$ cat config.mk
export PLATFORM = sky130hd
export DESIGN_NAME = fcmpUnit
export DESIGN_NICKNAME = d
export VERILOG_FILES = /design/src/hw/fpFormatPkg.sv /design/src/hw/cmpOpPkg.sv /design/src/hw/fcmpIf.sv /design/src/hw/bitFindFirst.sv /design/src/hw/fcmpOperandUnpack.sv /design/src/hw/fcmpCore.sv /design/src/hw/fcmpResultPack.sv /design/src/hw/fcmpUnit.sv
export SDC_FILE = /design/constraint.sdc
export NUM_CORES = 1
export LEC_CHECK = 0
export BUFFER_PORTS_ARGS = -buffer_cell sky130_fd_sc_hd__buf_2
export CAP_MARGIN = 40
export CORE_ASPECT_RATIO = 0.6
export CORE_UTILIZATION = 30
export CTS_CLUSTER_SIZE = 8
export DETAILED_ROUTE_END_ITERATION = 7
export PLACE_DENSITY_LB_ADDON = 0.12
export SLEW_MARGIN = 20
export SYNTH_ARGS = -nofsm -noshare
export SYNTH_HDL_FRONTEND = slang
export SYNTH_SLANG_ARGS = --single-unit
$ cat constraint.sdc
create_clock -name clk -period 39.1 [get_ports clk]
set_input_delay 3.91 -clock clk [delete_from_list [all_inputs] [get_ports clk]]
set_output_delay 3.91 -clock clk [all_outputs]
set_load 0.05 [all_outputs]
$ cat src/hw/fpFormatPkg.sv
package fpFormatPkg;

  typedef enum logic [1:0] {
    fmtSingle     = 2'd0,
    fmtDouble     = 2'd1,
    fmtPairSingle = 2'd2
  } fpFmtE;

  // double precision register
  localparam int OperandWidth = 64;
  localparam int ExpWidth     = 11;
  localparam int FracWidth    = 52;

  // single precision fields, one per lane
  localparam int SglExpWidth  = 8;
  localparam int SglFracWidth = 23;

  localparam int LaneCount = 2;
  localparam int LaneWidth = OperandWidth / LaneCount;

  typedef logic [OperandWidth-1:0] operandT;
  typedef logic [ExpWidth-1:0]     expT;      // single exp zero-extended
  typedef logic [FracWidth-1:0]    fracT;     // single frac left-aligned

endpackage

$ cat src/hw/cmpOpPkg.sv
package cmpOpPkg;

  typedef enum logic [1:0] {
    opCmpScalar = 2'd0,
    opCmpVector = 2'd1,
    opSearch    = 2'd2
  } cmpOpE;

  // lane mask condition
  typedef enum logic [1:0] {
    condGe  = 2'd0,
    condNge = 2'd1,
    condEq  = 2'd2,
    condNe  = 2'd3
  } condE;

  typedef logic [1:0] srchSzT;  // 8 << code bits per element

  localparam int FlagWidth   = 6;
  localparam int FlagGe      = 5;
  localparam int FlagUnordHi = 4;
  localparam int FlagLt      = 2;
  localparam int FlagEq      = 1;
  localparam int FlagUnord   = 0;

  localparam int ResultWidth = 64;

  typedef logic [FlagWidth-1:0]   flagsT;
  typedef logic [ResultWidth-1:0] resultT;

endpackage

$ cat src/hw/fcmpIf.sv
`timescale 1ns/1ps

interface fcmpOpIf;
  logic valid;
  logic ready;

  // per lane classified fields
  logic [fpFormatPkg::LaneCount-1:0] signA;
  logic [fpFormatPkg::LaneCount-1:0] signB;
  fpFormatPkg::expT [fpFormatPkg::LaneCount-1:0] expA;
  fpFormatPkg::expT [fpFormatPkg::LaneCount-1:0] expB;
  fpFormatPkg::fracT [fpFormatPkg::LaneCount-1:0] fracA;
  fpFormatPkg::fracT [fpFormatPkg::LaneCount-1:0] fracB;
  logic [fpFormatPkg::LaneCount-1:0] zeroA;
  logic [fpFormatPkg::LaneCount-1:0] zeroB;
  logic [fpFormatPkg::LaneCount-1:0] nanA;
  logic [fpFormatPkg::LaneCount-1:0] nanB;

  fpFormatPkg::operandT rawA;  // for search
  fpFormatPkg::fpFmtE fmt;
  cmpOpPkg::cmpOpE op;
  cmpOpPkg::condE cond;
  cmpOpPkg::srchSzT srchSz;

  modport src(output valid, signA, signB, expA, expB, fracA, fracB, zeroA, zeroB,
              nanA, nanB, rawA, fmt, op, cond, srchSz, input ready);
  modport dst(input valid, signA, signB, expA, expB, fracA, fracB, zeroA, zeroB,
              nanA, nanB, rawA, fmt, op, cond, srchSz, output ready);
endinterface

interface fcmpClassIf;
  logic valid;
  logic ready;
  cmpOpPkg::resultT data;
  cmpOpPkg::flagsT flags;

  modport src(output valid, data, flags, input ready);
  modport dst(input valid, data, flags, output ready);
endinterface

$ cat src/hw/bitFindFirst.sv
`timescale 1ns/1ps

module bitFindFirst #(
  parameter int Width = 8
) (
  input  logic [Width-1:0]         bits,
  output logic [$clog2(Width)-1:0] index,
  output logic                     found
);

  always_comb begin
    index = '0;
    found = 1'b0;
    // scan downward so the lowest set bit is written last
    for (int i = Width - 1; i >= 0; i--) begin
      if (bits[i]) begin
        index = ($clog2(Width))'(i);
        found = 1'b1;
      end
    end
  end

endmodule

$ cat src/hw/fcmpOperandUnpack.sv
`timescale 1ns/1ps

module fcmpOperandUnpack (
  input  logic                 clk,
  input  logic                 rst,
  input  logic                 inValid,
  output logic                 inReady,
  input  fpFormatPkg::operandT opA,
  input  fpFormatPkg::operandT opB,
  input  fpFormatPkg::fpFmtE   fmt,
  input  cmpOpPkg::cmpOpE      op,
  input  cmpOpPkg::condE       cond,
  input  cmpOpPkg::srchSzT     srchSz,
  fcmpOpIf.src                 opOut
);

  logic [fpFormatPkg::LaneCount-1:0] signA, signB;
  fpFormatPkg::expT [fpFormatPkg::LaneCount-1:0] expA, expB;
  fpFormatPkg::fracT [fpFormatPkg::LaneCount-1:0] fracA, fracB;
  logic [fpFormatPkg::LaneCount-1:0] zeroA, zeroB;
  logic [fpFormatPkg::LaneCount-1:0] nanA, nanB;
  logic load;

  function automatic void splitSingle(
    input  logic [fpFormatPkg::LaneWidth-1:0] w,
    output logic                              s,
    output fpFormatPkg::expT                  e,
    output fpFormatPkg::fracT                 f
  );
    logic [fpFormatPkg::SglExpWidth-1:0] e8;
    e8 = w[fpFormatPkg::SglFracWidth +: fpFormatPkg::SglExpWidth];
    s = w[fpFormatPkg::LaneWidth-1];
    e = (&e8) ? '1 : fpFormatPkg::expT'(e8);  // keep inf/nan exponent all ones
    f = {w[fpFormatPkg::SglFracWidth-1:0],
         {(fpFormatPkg::FracWidth - fpFormatPkg::SglFracWidth){1'b0}}};
  endfunction

  always_comb begin
    for (int l = 0; l < fpFormatPkg::LaneCount; l++) begin
      splitSingle(opA[l*fpFormatPkg::LaneWidth +: fpFormatPkg::LaneWidth],
                  signA[l], expA[l], fracA[l]);
      splitSingle(opB[l*fpFormatPkg::LaneWidth +: fpFormatPkg::LaneWidth],
                  signB[l], expB[l], fracB[l]);
    end
    if (fmt == fpFormatPkg::fmtDouble) begin  // lane 0 takes the whole register
      signA[0] = opA[fpFormatPkg::OperandWidth-1];
      expA[0]  = opA[fpFormatPkg::FracWidth +: fpFormatPkg::ExpWidth];
      fracA[0] = opA[fpFormatPkg::FracWidth-1:0];
      signB[0] = opB[fpFormatPkg::OperandWidth-1];
      expB[0]  = opB[fpFormatPkg::FracWidth +: fpFormatPkg::ExpWidth];
      fracB[0] = opB[fpFormatPkg::FracWidth-1:0];
    end
    for (int l = 0; l < fpFormatPkg::LaneCount; l++) begin
      zeroA[l] = (expA[l] == '0) && (fracA[l] == '0);
      zeroB[l] = (expB[l] == '0) && (fracB[l] == '0);
      nanA[l]  = (&expA[l]) && (|fracA[l]);
      nanB[l]  = (&expB[l]) && (|fracB[l]);
    end
  end

  assign inReady = ~opOut.valid | opOut.ready;
  assign load    = inValid & inReady;

  always_ff @(posedge clk) begin
    if (rst) begin
      opOut.valid <= 1'b0;
    end else if (inReady) begin
      opOut.valid <= inValid;
    end
  end

  always_ff @(posedge clk) begin
    if (load) begin
      opOut.signA  <= signA;
      opOut.signB  <= signB;
      opOut.expA   <= expA;
      opOut.expB   <= expB;
      opOut.fracA  <= fracA;
      opOut.fracB  <= fracB;
      opOut.zeroA  <= zeroA;
      opOut.zeroB  <= zeroB;
      opOut.nanA   <= nanA;
      opOut.nanB   <= nanB;
      opOut.rawA   <= opA;
      opOut.fmt    <= fmt;
      opOut.op     <= op;
      opOut.cond   <= cond;
      opOut.srchSz <= srchSz;
    end
  end

endmodule

$ cat src/hw/fcmpCore.sv
`timescale 1ns/1ps

module fcmpCore #(
  parameter bit HasSearch = 1'b1
) (
  input  logic clk,
  input  logic rst,
  fcmpOpIf.dst opIn,
  fcmpClassIf.src resOut
);

  localparam int SrchWidth = 8;
  localparam int IdxWidth  = $clog2(SrchWidth);
  localparam int HalfWidth = cmpOpPkg::ResultWidth / 2;

  cmpOpPkg::flagsT [fpFormatPkg::LaneCount-1:0] laneFlag;
  logic [fpFormatPkg::LaneCount-1:0] laneHit;
  logic hiHit;
  logic [IdxWidth-1:0] srchIdx;
  logic srchFound;
  cmpOpPkg::resultT nextData;
  cmpOpPkg::flagsT nextFlags;
  logic stageReady;

  function automatic cmpOpPkg::flagsT laneFlags(
    input logic              sA, sB,
    input fpFormatPkg::expT  eA, eB,
    input fpFormatPkg::fracT fA, fB,
    input logic              zA, zB, nA, nB
  );
    logic unord;
    logic eq;
    logic magLt;
    logic magGt;
    logic lt;
    cmpOpPkg::flagsT f;
    unord = nA | nB;
    magLt = {eA, fA} < {eB, fB};
    magGt = {eA, fA} > {eB, fB};
    eq    = ~unord & ((zA & zB) | ((sA == sB) & (eA == eB) & (fA == fB)));
    // negative magnitudes order backwards
    lt    = ~unord & ~eq & ((sA & ~sB) | (~sA & ~sB & magLt) | (sA & sB & magGt));
    f = '0;
    f[cmpOpPkg::FlagGe]      = ~(lt | unord);
    f[cmpOpPkg::FlagUnordHi] = unord;
    f[cmpOpPkg::FlagLt]      = lt;
    f[cmpOpPkg::FlagEq]      = eq;
    f[cmpOpPkg::FlagUnord]   = unord;
    return f;
  endfunction

  function automatic logic condHit(input cmpOpPkg::flagsT f, input cmpOpPkg::condE c);
    case (c)
      cmpOpPkg::condGe:  return f[cmpOpPkg::FlagGe];
      cmpOpPkg::condNge: return ~f[cmpOpPkg::FlagGe];
      cmpOpPkg::condEq:  return f[cmpOpPkg::FlagEq];
      default:           return ~f[cmpOpPkg::FlagEq];
    endcase
  endfunction

  if (HasSearch) begin : gSearch
    logic [SrchWidth-1:0] srchBits;

    always_comb begin
      srchBits = '0;
      case (opIn.srchSz)
        2'd0: for (int i = 0; i < 8; i++) srchBits[i] = opIn.rawA[8*i+7];
        2'd1: for (int i = 0; i < 4; i++) srchBits[i] = opIn.rawA[16*i+15];
        2'd2: for (int i = 0; i < 2; i++) srchBits[i] = opIn.rawA[32*i+31];
        default: srchBits[0] = opIn.rawA[63];
      endcase
    end

    bitFindFirst #(
      .Width(SrchWidth)
    ) i_bitFindFirst (
      .bits (srchBits),
      .index(srchIdx),
      .found(srchFound)
    );
  end else begin : gNoSearch
    assign srchIdx   = '0;
    assign srchFound = 1'b0;
  end

  always_comb begin
    for (int l = 0; l < fpFormatPkg::LaneCount; l++) begin
      laneFlag[l] = laneFlags(opIn.signA[l], opIn.signB[l], opIn.expA[l], opIn.expB[l],
                              opIn.fracA[l], opIn.fracB[l], opIn.zeroA[l], opIn.zeroB[l],
                              opIn.nanA[l], opIn.nanB[l]);
      laneHit[l]  = condHit(laneFlag[l], opIn.cond);
    end
    hiHit = (opIn.fmt == fpFormatPkg::fmtPairSingle) ? laneHit[1] : laneHit[0];
    nextFlags = laneFlag[0];
    case (opIn.op)
      cmpOpPkg::opCmpVector: nextData = {{HalfWidth{hiHit}}, {HalfWidth{laneHit[0]}}};
      cmpOpPkg::opSearch: begin
        nextData  = cmpOpPkg::resultT'(srchIdx);
        nextFlags = '0;
        nextFlags[cmpOpPkg::FlagGe] = srchFound;
      end
      default: nextData = {cmpOpPkg::ResultWidth{laneHit[0]}};
    endcase
  end

  assign stageReady = ~resOut.valid | resOut.ready;
  assign opIn.ready = stageReady;

  always_ff @(posedge clk) begin
    if (rst) begin
      resOut.valid <= 1'b0;
    end else if (stageReady) begin
      resOut.valid <= opIn.valid;
    end
  end

  always_ff @(posedge clk) begin
    if (opIn.valid && stageReady) begin
      resOut.data  <= nextData;
      resOut.flags <= nextFlags;
    end
  end

endmodule

$ cat src/hw/fcmpResultPack.sv
`timescale 1ns/1ps

module fcmpResultPack (
  input  logic             clk,
  input  logic             rst,
  fcmpClassIf.dst          resIn,
  output logic             outValid,
  input  logic             outReady,
  output cmpOpPkg::resultT resData,
  output cmpOpPkg::flagsT  resFlags
);

  logic load;

  // free when empty or drained this cycle
  assign resIn.ready = ~outValid | outReady;
  assign load        = resIn.valid & resIn.ready;

  always_ff @(posedge clk) begin
    if (rst) begin
      outValid <= 1'b0;
    end else if (resIn.ready) begin
      outValid <= resIn.valid;
    end
  end

  always_ff @(posedge clk) begin
    if (load) begin
      resData  <= resIn.data;   // held while stalled
      resFlags <= resIn.flags;
    end
  end

endmodule

$ cat src/hw/fcmpUnit.sv
`timescale 1ns/1ps

module fcmpUnit #(
  parameter bit HasSearch = 1'b1
) (
  input  logic                 clk,
  input  logic                 rst,
  input  logic                 inValid,
  output logic                 inReady,
  input  fpFormatPkg::operandT opA,
  input  fpFormatPkg::operandT opB,
  input  fpFormatPkg::fpFmtE   fmt,
  input  cmpOpPkg::cmpOpE      op,
  input  cmpOpPkg::condE       cond,
  input  cmpOpPkg::srchSzT     srchSz,
  output logic                 outValid,
  input  logic                 outReady,
  output cmpOpPkg::resultT     resData,
  output cmpOpPkg::flagsT      resFlags
);

  fcmpOpIf opLink ();
  fcmpClassIf resLink ();

  fcmpOperandUnpack i_fcmpOperandUnpack (
    .clk    (clk),
    .rst    (rst),
    .inValid(inValid),
    .inReady(inReady),
    .opA    (opA),
    .opB    (opB),
    .fmt    (fmt),
    .op     (op),
    .cond   (cond),
    .srchSz (srchSz),
    .opOut  (opLink.src)
  );

  fcmpCore #(
    .HasSearch(HasSearch)
  ) i_fcmpCore (
    .clk   (clk),
    .rst   (rst),
    .opIn  (opLink.dst),
    .resOut(resLink.src)
  );

  fcmpResultPack i_fcmpResultPack (
    .clk     (clk),
    .rst     (rst),
    .resIn   (resLink.dst),
    .outValid(outValid),
    .outReady(outReady),
    .resData (resData),
    .resFlags(resFlags)
  );

endmodule

* Word level (Yosys, flattened, before mapping) *
Cells that the tools add are included.

storage, ports and cells
  register bits = 421
  latch bits = 0
  bits in writable memories = 0
  ROM bits = 0
  input bits = 140
  output and inout port bits = 72
  memories = 0

cells by class
  add/sub/neg operators = 0
  multipliers = 0
  divide/modulo/power cells = 0
  order comparisons = 4
  eq/ne operators = 14
  shifts and indexed selects = 0
  multiplexer cells = 35
  bitwise logic cells = 50
  reduce and logical (&&, ||, !) cells = 31

operators by type and width
  cell                                                                   count
  64-bit case mux with 2 select lines                                    1
  63-bit > comparator                                                    2
  63-bit < comparator                                                    2
  52-bit zero test                                                       2
  52-bit 2-to-1 mux                                                      2
  52-bit OR reduction                                                    2
  11-bit 2-to-1 mux                                                      6
  52-bit equality test                                                   1
  23-bit zero test                                                       2
  23-bit OR reduction                                                    2
  11-bit zero test                                                       4
  11-bit AND reduction                                                   4
  8-bit AND reduction                                                    4
  1-bit bitwise AND                                                      24
  3-bit 2-to-1 mux                                                       8
  23-bit equality test                                                   1
  11-bit equality test                                                   2
  1-bit inverter                                                         13
  1-bit bitwise OR                                                       13
  1-bit case mux with 3 select lines                                     4
  1-bit 2-to-1 mux                                                       11
  1-bit logical AND                                                      9
  2-bit by 1-bit equality test with 1-bit output, second input constant  4
  2-bit equality test, second input constant                             4
  other kinds (5)                                                        7

* Depth between registers and ports, before layout *
Gate-level depths: netlist (run 1).

  word-level depth = 13
  gate-level depth with buffers = 11

* Modules after synthesis *
From an unflattened synthesis (run 1), not the netlist that was laid out.

second synthesis, totals
  cell total of the unflattened synthesis = 1441
  area, all modules = 16922.5 um^2

modules (own cells, without submodules)
  module             instances  cells an instance  area an instance (um^2)  seq. area each (um^2)
  fcmpOperandUnpack  1          736                10156.0                  7527.2
  fcmpCore           1          617                4529.3                   290.3
  fcmpResultPack     1          75                 2157.1                   2122.0
  bitFindFirst       1          13                 80.1                     0.0

* Least setup slack after synthesis (run 1) *
No wires, ideal clock.

  path type = input to register
  start = input outReady
  end = register i_fcmpOperandUnpack.opOut.cond[0] (netlist bit) (enable)
  arrival = 14.677 ns
  data required time = 38.181 ns
  setup slack = 23.504 ns
  stages on the path = 2
  path through = nor2b_1 a31oi_1

on the way
  word-level cells in the longest chain between the ends = 4

RTL lines
  item                          line                     text
  start, declared               fcmpUnit.sv:17           input logic outReady,
  1-bit bitwise OR              fcmpResultPack.sv:16     assign resIn.ready = ~outValid | outReady;
  1-bit bitwise OR              fcmpCore.sv:106          assign stageReady = ~resOut.valid | resOut.ready;
  1-bit bitwise OR              fcmpOperandUnpack.sv:61  assign inReady = ~opOut.valid | opOut.ready;
  1-bit bitwise AND             fcmpOperandUnpack.sv:62  assign load = inValid & inReady;
  net i_fcmpOperandUnpack.load  fcmpOperandUnpack.sv:22  logic load;
  end, declared                 fcmpIf.sv:26             nanA, nanB, rawA, fmt, op, cond, srchSz, input ready);

The timed path passes the listed nets, and every way through them passes these cells.
A chain may end at the register's enable or synchronous reset.

* Worst setup path after layout (run 1) *
  start = input outReady
  end = output inReady

on the way
  word-level cells in the longest chain between the ends = 3

RTL lines
  item              line                     text
  1-bit bitwise OR  fcmpResultPack.sv:16
  1-bit bitwise OR  fcmpCore.sv:106
  1-bit bitwise OR  fcmpOperandUnpack.sv:61
  end, declared     fcmpUnit.sv:9            output logic inReady,

No other way between the ends.

==> results of run 1 <==
worst max-delay path, delay by kind of cell:
kind                   cells  cell delay (ps)
buffers and inverters      2              320
AND/OR/NAND/NOR            2              510
per-layer routing:
metal / GRT usage / wire length (um) / vias up / share of wire
li1: - / - / 3936 / -
met1: 0.290 / 20400 / 3861 / 0.55
met2: 0.223 / 14100 / 237 / 0.38
met3: 0.0359 / 2230 / 40 / 0.060
met4: 0.0363 / 448 / 0 / 0.012
met5: 0 / 0 / - / 0
placed cells by master (no fill, tap or decap), types with 3 or more instances in the layout:
cell       netlist  layout
and3_1           4       4
nor2_1          30      30
and2_1          51      51
nand4_1         29      29
nor2b_1          4       4
a21o_1           9       9
a21oi_2          4       4
clkbuf_1        21       7
mux2_2          50      50
nand2_1         39      39
nor3b_1          3       3
a211oi_1         9       9
clkbuf_16        0      37
o21ai_0         19      19
and4_1           5       5
and2_4           8       8
a21oi_1         44      44
buf_2            7     210
ha_1           103     103
or4_1            4       4
nor4_1          40      40
mux2i_1         16      16
nand3_1         14      14
edfxtp_1       233     233
inv_1          121     121
dfxtp_1          3       3
buf_4           63       3
nor3_1          13      13
nor4_2           5       5
nand2b_1         5       5
power groups by stage:
stage / logic (mW) / clock network, mW / registers (mW)
2_1_floorplan: 0.0609 / 0 / 0.316
3_3_place_gp: 0.0950 / 0 / 0.313
3_5_place_dp: 0.0949 / 0 / 0.313
4_1_cts: 0.0957 / 0.285 / 0.308
5_1_grt: 0.106 / 0.295 / 0.310
6_report: 0.0956 / 0.277 / 0.308
kinds of logic (layout without fill, tap and decap cells):
kind of cell             count (synthesis)  after routing
adder cells (fa/ha/maj)                103            103
AO/OA/AOI/OAI                          112            112
other                                    1              1
multiplexers                            67             67
flip-flops                             236            236
buffers and inverters                  215            383
AND/OR/NAND/NOR                        270            270
XOR/XNOR                                 1              1
final timing paths:
check                                                    end  cells after the start
worst min-delay path            i_fcmpResultPack.resFlags[2]                      0
worst max-delay path                                 inReady                      4
worst min register to register  i_fcmpResultPack.resFlags[2]                      0
worst max register to register    i_fcmpCore.resOut.data[62]                     10
state kept, by name, summed over array words and instances, names as in the netlist, 2 cells and up:
signal	count
i_fcmpCore.resOut.data	5
i_fcmpCore.resOut.flags	4
i_fcmpOperandUnpack.opOut.cond	2
i_fcmpOperandUnpack.opOut.expA	20
i_fcmpOperandUnpack.opOut.expB	20
i_fcmpOperandUnpack.opOut.fmt	2
i_fcmpOperandUnpack.opOut.fracA	52
i_fcmpOperandUnpack.opOut.fracB	75
i_fcmpOperandUnpack.opOut.nanA	2
i_fcmpOperandUnpack.opOut.nanB	2
i_fcmpOperandUnpack.opOut.op	2
i_fcmpOperandUnpack.opOut.rawA	29
i_fcmpOperandUnpack.opOut.signB	2
i_fcmpOperandUnpack.opOut.srchSz	2
i_fcmpOperandUnpack.opOut.zeroA	2
i_fcmpOperandUnpack.opOut.zeroB	2
i_fcmpResultPack.resData	5
i_fcmpResultPack.resFlags	4
through the flow:
step / instance area [um2] / hold WS (ps)
floorplan: 12500 / 400
global placement: 13800 / 407
detailed placement: 13800 / 405
CTS: 14700 / 416
global route: 14700 / 421
finish: 14700 / 416
cell type report:
| type | count | area share |
|---|---|---|
| inverter | 121 | 0.0308 |
| clock buffer | 44 | 0.0646 |
| clock inverter | 1 | 0.000340 |
| tap | 560 | 0.0475 |
| sequential | 236 | 0.479 |
| multi-input combinational | 554 | 0.300 |
| timing repair buffer | 217 | 0.0777 |
==> impl_results.md, run 1 <==
- Gr usage total: 0.174
- Mux share of post-synthesis cell area: 0.0594
- Layout cells sized above 1: 0.287
- Rel. slew slack: 0.340
- Clock Sinks: 236
- Synth Area in Compound Gates: 0.0582
- Critical R2R Launch: i_fcmpOperandUnpack.opOut.fracA[50]
- Chip Height: between 150 and 200 um
- Final WS setup: 30440 ps
- Clock Power Share: 0.407
- Main synth FF type: edfxtp_1
- DR iter-0 viols: 669
- RSZ-0062 raised after global routing: false
- Most common cell in the synthesized netlist: edfxtp_1
- Clock-pin slew on the worst setup and hold paths: 50 ps
- Initial DRT Pass Iterations: 6
- Sequential power share: 0.453
- Total of max-cap violations: 0
- Port bufs: 210
- Largest family of logic cells by synthesized area: simple AND/OR/NAND/NOR gates
- Post-synthesis cell count: 1005
- Synth cell types: 65
- Crit-path most repeated cell: buf_2
- Area occupied by multi-input gates: 0.00443 mm2
- GRT overflow: 0
- FILL cells: 4046
- Overall power: between 0.6 and 0.7 mW
- Power Density: 46.2 mW/mm2
- Status: finished clean
- WP data required: around 35000 ps
- Finished Layout Cells: 1733
- Post-synth ARST share: 0
- Insertion delay to the later sink of the worst-skew pair: roughly 520 ps
- Avg WL per Cell: 21.5 um
- Final hold viol count: 0
- HP Class: register to register
- Adder-cell share of the synthesized area: 0.103
- Net Sw Frac: 0.261
- Xor-xnor portion of the synthesized cell area: 0.000698
- Clk root buf: clkbuf_16
- CTS tree: done
- Largest stage delay on the critical path: 360 ps
- Period utilization: 0.221
- Dpl hpwl: 28500 um
- Final core utilization: 0.361
- Hold path start: i_fcmpCore.resOut.flags[2]
- Via Count: 8074
- Worst setup SP type: input port
- Mapped cell area: between 0.01 and 0.015 mm2
- Register area share after synthesis: 0.563
- First-pass GRT wire length: 53500 um
- Max Root-Sink Buffers: 3
- CP max FO: 6
- Final Skew: 17.0 ps
- Setup slack, reg-to-reg: 35580 ps
- Crit path DAT: 4750 ps
- Crit Path Class: input port to output pin
- EDFF count, synth: 233
- DRC violations left: 0
- Core area: 0.0409 mm2
- Initial Utilization: 0.307
- FP Rows: 57
- Pint: 0.503 mW
- GPL Wtd Cong: between 0.8 and 0.9
- Gate power share: 0.140
- Area leader, netlist: edfxtp_1
- Post-cts resize count: 0
- Peak VDD IR: 18.9 uV
- Die X: 266 um
- Measured slew at the worst slew-check pin: between 900 and 1000 ps
- Area fraction of the dominant cell type after synthesis: 0.558
- Placed cell count: around 1700
- N_diodes: 0
- CTS Buf Count: 35
- Synthesized area per cell: 12.5 um2
- Number of nets in the layout: 1408
- Mapped Nets: 1248
- CTS H-tree lvls: 2
- Top post-synthesis cells by count: 233 x edfxtp_1, 121 x inv_1, 103 x ha_1
- Register area: about 0.0071 mm2
- Area growth, synth to finish: 17.5%
- Endpoints failing setup: 0
- Minimum clock period: 8660 ps
- Die area: around 0.043 mm2
- Final Max Slew Viols: 0
- Initial antenna violation count: 1
- Pleak: between 6 and 7 nW
- Setup crit end kind: output pin
- DRT Wirelength: 37200 um
- Vias per cell: roughly 4.7
- Warnings, synthesis: 0
- Hold-fix buffers, CTS: 0
- Simple-Gate Fraction of Synth Area: 0.130
- Net switching power figure: 0.178 mW
- Worst Setup SP: outReady
- IO Count: around 210
- Vias in the first global route: approximately 8000
- Slowest stage cell, crit path: nor2b_1
- Highest clock rate: 116 MHz
- Post-CTS setup repair buffer count: 0
- Total Neg Setup Slack: 0 ps
- Worst path cell trace: buf_2 -> nor2b_1 -> nand3_1 -> buf_2
- Area contributors post-synth: edfxtp_1 56%, ha_1 10%, mux2_2 4.5%, buf_4 3.8%, inv_1 3.6%
- Routed Antenna Nets: 0
- Seq cells post-synth: 236
- Worst slack, placed: 30440 ps
- Largest net degree at the start of global routing: 154
Power figures use the tool's default switching activity.
==> run 2: changes to the inputs <==
==> constraint.sdc (replaced) <==
create_clock -name clk -period 7.7 [get_ports clk]
set_input_delay 0.77 -clock clk [delete_from_list [all_inputs] [get_ports clk]]
set_output_delay 0.77 -clock clk [all_outputs]
set_load 0.05 [all_outputs]
==> run 2 against run 1 <==
Die area did not move. Clock power rose to 5.2 times the previous value. Non-clock buffer count is 1 higher. Cell area grew 0.20%. Register-to-register slack got worse by 31000 ps. Final cell count unchanged. Critical path depth is 7 higher. Sequential share of layout area shrank 0.093 points.
==> impl_results.md, run 2 (synthesis results as in run 1) <==
- Status: finished clean
- Peak VDD IR: 83.5 uV (+340%)
- Number of nets in the layout: 1409 (+0.071%)
- Met3 wire length: 2540 um (+14%)
- Clock Power Share: 0.410 (+0.003)
- Final hold viol count: 0 (unchanged)
- Max Used Layer: met4
- Max reg flops: 75 (unchanged)
- Total Neg Setup Slack: 0 ps (unchanged)
- Critical R2R Launch: i_fcmpOperandUnpack.opOut.fracB[34]
- Crit path DAT: 3730 ps (-1020 ps)
- Pleak: 6.09 nW (+0.23%)
- Area occupied by multi-input gates: 0.00443 mm2 (unchanged)
- Clk root buf: clkbuf_16
- Setup slack, reg-to-reg: 4260 ps (-31320 ps)
- CTS H-tree lvls: 2 (unchanged)
- RSZ-0062 raised after global routing: false
- Routed length on met1: 20000 um (-2.1%)
- Largest net degree at the start of global routing: 133 (-14%)
- Worst setup SP type: register
- Chip Height: 160 um (unchanged)
- Die area: 0.0427 mm2 (unchanged)
- Reg with most FFs: i_fcmpOperandUnpack.opOut.fracB
- Post-CTS setup repair buffer count: 0 (unchanged)
- Largest regs: i_fcmpOperandUnpack.opOut.fracB (75), i_fcmpOperandUnpack.opOut.fracA (52), i_fcmpOperandUnpack.opOut.rawA (29)
- Core area: 0.0409 mm2 (unchanged)
- Initial DRT Pass Iterations: 5 (-1)
- Layout cells sized above 1: 0.288 (+0.000853)
- WP data required: 7990 ps (-27200 ps)
- Reg2Reg Depth: 11 (+1)
- Insertion delay to the later sink of the worst-skew pair: 510 ps (about the same)
- Measured slew at the worst slew-check pin: 906 ps (-83.9 ps)
- Port bufs: 210 (unchanged)
- Power Density: 236 mW/mm2 (+410%)
- CTS tree: done
- Max Root-Sink Buffers: 3 (unchanged)
- Hold-fix buffers, CTS: 0 (unchanged)
- Total of max-cap violations: 0 (unchanged)
- Clock-pin slew on the worst setup and hold paths: 50 ps (about the same)
- Gate power share: 0.141 (about the same)
- Hold path start: i_fcmpCore.resOut.flags[1]
- N_diodes: 0 (unchanged)
- Routed Antenna Nets: 0 (unchanged)
- HP Class: register to register
- CP max FO: 5 (-1)
- Final Max Slew Viols: 0 (unchanged)
- Dpl hpwl: 29300 um (+2.9%)
- Reg2reg end: i_fcmpCore.resOut.flags[5]
- Initial Utilization: 0.307 (unchanged)
- Avg WL per Cell: 21.8 um (+1.5%)
- CTS Buf Count: 35 (unchanged)
- GRT overflow: 0 (unchanged)
- Commonest non-fill, non-tap cell in the layout: edfxtp_1
- FP Rows: 57 (unchanged)
- DR iter-0 viols: 713 (+6.6%)
- Net switching power figure: 0.905 mW (+410%)
- DRC violations left: 0 (unchanged)
- Gr usage total: 0.177 (+0.00269)
- Crit Path Class: register to register
- GPL Wtd Cong: 0.792 (-4.2%)
- Vias per cell: 4.76 (+2.2%)
- IO Count: 212 (unchanged)
- Period utilization: 0.447
- Pint: 2.59 mW (+410%)
- Post-cts resize count: 0 (unchanged)
- FILL cells: 3983 (-1.6%)
- Vias in the first global route: 7822 (+0.33%)
- Rel. slew slack: 0.396 (+0.0560)
- Leading cell types in the layout, fill and taps excluded: 233 x edfxtp_1, 210 x buf_2, 121 x inv_1
- Setup crit end kind: register
- Hold Path Stages: 0 (unchanged)
- DRT Wirelength: 37800 um (+1.5%)
- Min Hold Slack: 418 ps (+2.79 ps)
- Via Count: 8248 (+2.2%)
- Minimum clock period: 3440 ps
- Sequential power share: 0.449 (-0.004)
- Die X: 266 um (unchanged)
- Area growth, synth to finish: 17.7%
- Net Sw Frac: 0.259 (-0.00157)
- Endpoints failing setup: 0 (unchanged)
- Clock Sinks: 236 (unchanged)
- Highest clock rate: 291 MHz
- Hold endpoint: i_fcmpResultPack.resFlags[1]
- Initial antenna violation count: 1 (unchanged)
- Final Skew: 16.5 ps (-0.541 ps)
- Register area: 0.00706 mm2 (unchanged)
- Metal2 WL: 14700 um (+4.1%)
- First-pass GRT wire length: 54600 um (+1.9%)
## run 2: cell count changes in the layout (fill, tap and decap cells not counted), sizes merged
cell	previous run	this run
clkinv	1	0
bufinv	0	1
## run 2: worst max-delay path: stages, from the launching register on
cell,delay [ps]
edfxtp_1,400
inv_1,80
ha_1,240
nand2_1,160
nor2_1,70
a211oi_1,480
o21ai_0,300
o311ai_2,540
a21oi_1,140
a311oi_1,430
nor2_1,80
o31ai_1,310
## run 2: how the worst max path moves through the flow
stage,startpoint,to,cells after the start,slack [ps]
after global placement,fmt[0],i_fcmpOperandUnpack.opOut.nanB[0],9,4020
after CTS,i_fcmpOperandUnpack.opOut.fracB[34],i_fcmpCore.resOut.flags[5],11,4300
after global routing,i_fcmpOperandUnpack.opOut.fracB[22],i_fcmpCore.resOut.data[62],11,4090
after detailed placement,fmt[0],i_fcmpOperandUnpack.opOut.nanB[0],9,4010
final,i_fcmpOperandUnpack.opOut.fracB[34],i_fcmpCore.resOut.flags[5],11,4260
after floorplan,outReady,i_fcmpOperandUnpack.opOut.cond[0],2,2660
## run 2: power groups by stage
stage               registers [mW]  clock network, mW  logic (mW)
global placement              1.59                  0       0.490
finish                        1.57               1.43       0.491
floorplan                     1.59                  0       0.310
detailed placement            1.59                  0       0.488
CTS                           1.57               1.47       0.492
global route                  1.58               1.51       0.544
## run 2: through the flow
stage | power, mW | utilization | cells | setup slack [ps] | area [um2]
global placement | 2.08 | 0.337 | 1686 | 4020 | 13800
global route | 3.63 | 0.361 | 1733 | 4090 | 14800
finish | 3.49 | 0.361 | 1733 | 4260 | 14800
CTS | 3.53 | 0.361 | 1732 | 4300 | 14800
detailed placement | 2.08 | 0.337 | 1688 | 4010 | 13800
floorplan | 1.90 | - | 1005 | 2660 | 12600
## run 2: final cells by class
| cell class | instances | share of cell area |
|---|---|---|
| Timing Repair Buffer | 218 | 0.0780 |
| Sequential cell | 236 | 0.478 |
| Multi-Input combinational cell | 554 | 0.300 |
| Inverter | 121 | 0.0307 |
| Clock inverter | 1 | 0.00203 |
| Tap cell | 560 | 0.0474 |
| Clock buffer | 43 | 0.0642 |
## run 2: layer usage
metal | vias up | global-route usage
met5 | - | 0
met4 | 0 | 0.0381
met3 | 38 | 0.0399
met2 | 276 | 0.231
met1 | 3999 | 0.288
li1 | 3935 | -
==> run 3: changes to the inputs <==
==> constraint.sdc (replaced) <==
create_clock -name clk -period 3.5 [get_ports clk]
set_input_delay 0.35 -clock clk [delete_from_list [all_inputs] [get_ports clk]]
set_output_delay 0.35 -clock clk [all_outputs]
set_load 0.05 [all_outputs]
==> run 3 against run 2 <==
Critical path depth fell by 1. Global-route usage rose by 0.22 points. Largest cell class unchanged. Clock power rose by 110%. Sequential share of layout area fell by 0.90 points. Final cell count rose by 1.6%. Clock skew rose by 4.5 ps. Total power rose by 120%.
==> impl_results.md, run 3 (synthesis results as in run 1) <==
- Hold Path Stages: 1 (+1)
- Hold path start: srchSz[0]
- Setup crit end kind: register
- Die area: 0.0427 mm2 (unchanged)
- Max Used Layer: met4
- Crit path DAT: 3530 ps (-200 ps)
- Hold-fix buffers, CTS: 4 (+4)
- Pleak: 6.24 nW (+2.5%)
- Commonest non-fill, non-tap cell in the layout: edfxtp_1
- Routed Antenna Nets: 0 (unchanged)
- DRT Wirelength: 38300 um (+1.3%)
- Clk root buf: clkbuf_16
- Critical R2R Launch: i_fcmpOperandUnpack.opOut.fracA[45]
- Avg WL per Cell: 21.7 um (-0.27%)
- GPL Wtd Cong: 0.828 (+4.5%)
- Status: finished clean
- Largest regs: i_fcmpOperandUnpack.opOut.fracB (75), i_fcmpOperandUnpack.opOut.fracA (52), i_fcmpOperandUnpack.opOut.rawA (29)
- Number of nets in the layout: 1436 (+1.9%)
- Setup slack, reg-to-reg: 230 ps (-4030 ps)
- Gr usage total: 0.179 (+0.00219)
- IO Count: 212 (unchanged)
- DRC violations left: 0 (unchanged)
- Finished Layout Cells: 1761 (+1.6%)
- Clock Sinks: 236 (unchanged)
- Highest clock rate: 306 MHz (+5.2%)
- Worst setup SP type: register
- Placed cell count: 1711 (+1.4%)
- Via Count: 8294 (+0.56%)
- Worst path cell trace: ha_1 -> nand3_1 -> nor4_1 -> nand2_1 -> o21ai_0 -> nand2_1 -> a21oi_1 -> mux2i_1 -> a21boi_1 -> a211o_1
- Final Skew: 21.0 ps (+4.54 ps)
- Worst Path Buf+Inv: 0 (-1)
- CP top delay family: simple AND/OR/NAND/NOR gates
- GRT overflow: 0 (unchanged)
- Vias per cell: 4.71 (-1.0%)
- Peak VDD IR: 212 uV (+150%)
- Core area: 0.0409 mm2 (unchanged)
- Largest net degree at the start of global routing: 42 (-68%)
- Final hold viol count: 0 (unchanged)
- Vias in the first global route: 7960 (+1.8%)
- Dpl hpwl: 30500 um (+3.9%)
- Max reg flops: 75 (unchanged)
- Total of max-cap violations: 0 (unchanged)
- Measured slew at the worst slew-check pin: 755 ps (-151 ps)
- Initial DRT Pass Iterations: 4 (-1)
- Layout cells sized above 1: 0.302 (+0.0141)
- Clock-pin slew on the worst setup and hold paths: 50 ps (about the same)
- First-pass GRT wire length: 54900 um (+0.63%)
- Final Max Slew Viols: 0 (unchanged)
- Slowest stage cell, crit path: nor4_1
- Routed length on met1: 20700 um (+3.5%)
- Chip Height: 160 um (unchanged)
- Area occupied by multi-input gates: 0.00444 mm2 (+0.17%)
- Post-cts resize count: 0 (unchanged)
- DR iter-0 viols: 586 (-18%)
- CTS tree: done
- Reg2Reg Depth: 10 (-1)
- Met3 wire length: 2450 um (-3.4%)
- Period utilization: 0.934 (+0.487)
- Crit Path Class: register to register
- Reg2reg end: i_fcmpCore.resOut.data[62]
- Largest stage delay on the critical path: 670 ps (+130 ps)
- Area growth, synth to finish: 20.1%
- CTS H-tree lvls: 2 (unchanged)
- Initial Utilization: 0.307 (unchanged)
- CTS Buf Count: 35 (unchanged)
- Insertion delay to the later sink of the worst-skew pair: 520 ps (about the same)
- FP Rows: 57 (unchanged)
- Reg with most FFs: i_fcmpOperandUnpack.opOut.fracB
- Initial antenna violation count: 2 (+1)
- HP Class: input port to register
- Power Density: 507 mW/mm2 (+110%)
- Minimum clock period: 3270 ps (-172 ps)
- Hold endpoint: i_fcmpOperandUnpack.opOut.srchSz[0]
- Post-CTS setup repair buffer count: 0 (unchanged)
- Crit-path most repeated cell: nand2_1
- CP max FO: 3 (-2)
- Port bufs: 210 (unchanged)
- Leading cell types in the layout, fill and taps excluded: 233 x edfxtp_1, 210 x buf_2, 121 x inv_1
- Metal2 WL: 14600 um (-0.84%)
- Die X: 266 um (unchanged)
- Endpoints failing setup: 0 (unchanged)
- N_diodes: 0 (unchanged)
- Max Root-Sink Buffers: 3 (unchanged)
- Register area: 0.00706 mm2 (about the same)
- RSZ-0062 raised after global routing: false
- Min Hold Slack: 28.8 ps (-390 ps)
- FILL cells: 4038 (+1.4%)
- WP data required: 3760 ps (-4230 ps)
- Rel. slew slack: 0.492 (+0.0961)
[run 3: cell types whose count changed in the layout (fill, tap and decap cells not counted), sizes merged]
cell | previous run | this run
buf | 217 | 241
bufinv | 1 | 0
clkinv | 0 | 1
dlygate4sd3 | 0 | 4
[run 3: metrics by stage]
stage	setup TNS (ps)	utilization	cell area [um2]	setup WS, ps	power [mW]
final	0	0.369	15100	231	7.64
after global routing	0	0.369	15100	56.2	7.97
after CTS	0	0.368	15100	249	7.74
after detailed placement	0	0.344	14100	256	4.61
after global placement	0	0.343	14000	6.16	4.61
after floorplan	-263920	-	12600	-1230	4.18
[run 3: where the power goes]
part / switching [mW] / internal (mW) / leakage, nW
combinational: 0.711 / 0.416 / 3.50
sequential: 0.0823 / 3.36 / 2.28
clock: 1.19 / 1.87 / 0.468
total: 1.99 / 5.65 / 6.24
[run 3: how the worst max path moves through the flow]
stage / slack (ps) / start / endpoint / depth (start not counted)
3_5_place_dp: 260 / i_fcmpOperandUnpack.opOut.fracA[50] / i_fcmpCore.resOut.data[62] / 10
5_1_grt: 60 / i_fcmpOperandUnpack.opOut.fracB[46] / i_fcmpCore.resOut.data[62] / 11
6_report: 230 / i_fcmpOperandUnpack.opOut.fracA[45] / i_fcmpCore.resOut.data[62] / 10
2_1_floorplan: -1230 / i_fcmpResultPack.outValid / i_fcmpOperandUnpack.opOut.cond[0] / 2
3_3_place_gp: 6 / i_fcmpOperandUnpack.opOut.rawA[39] / i_fcmpCore.resOut.data[62] / 10
4_1_cts: 250 / i_fcmpOperandUnpack.opOut.fracA[50] / i_fcmpCore.resOut.data[62] / 10
[run 3: layer usage]
layer  track usage  vias up
met5             0        -
met4        0.0366        0
met3        0.0425       42
met2         0.235      246
met1         0.289     4012
li1              -     3994
[run 3: final cells by class]
cell class                      instances  area share
Timing Repair Buffer                  245      0.0965
Tap cell                              560      0.0465
Sequential cell                       236       0.469
Inverter                              121      0.0302
Multi-Input combinational cell        554       0.295
Clock buffer                           44      0.0632
Clock inverter                          1    0.000332
[run 3: worst reg2reg max path, stage by stage, from the launching register on]
cell	delay [ps]
edfxtp_1	370
ha_1	310
nand3_1	190
nor4_1	670
nand2_1	220
o21ai_0	310
nand2_1	90
a21oi_1	170
mux2i_1	330
a21boi_1	110
a211o_1	270
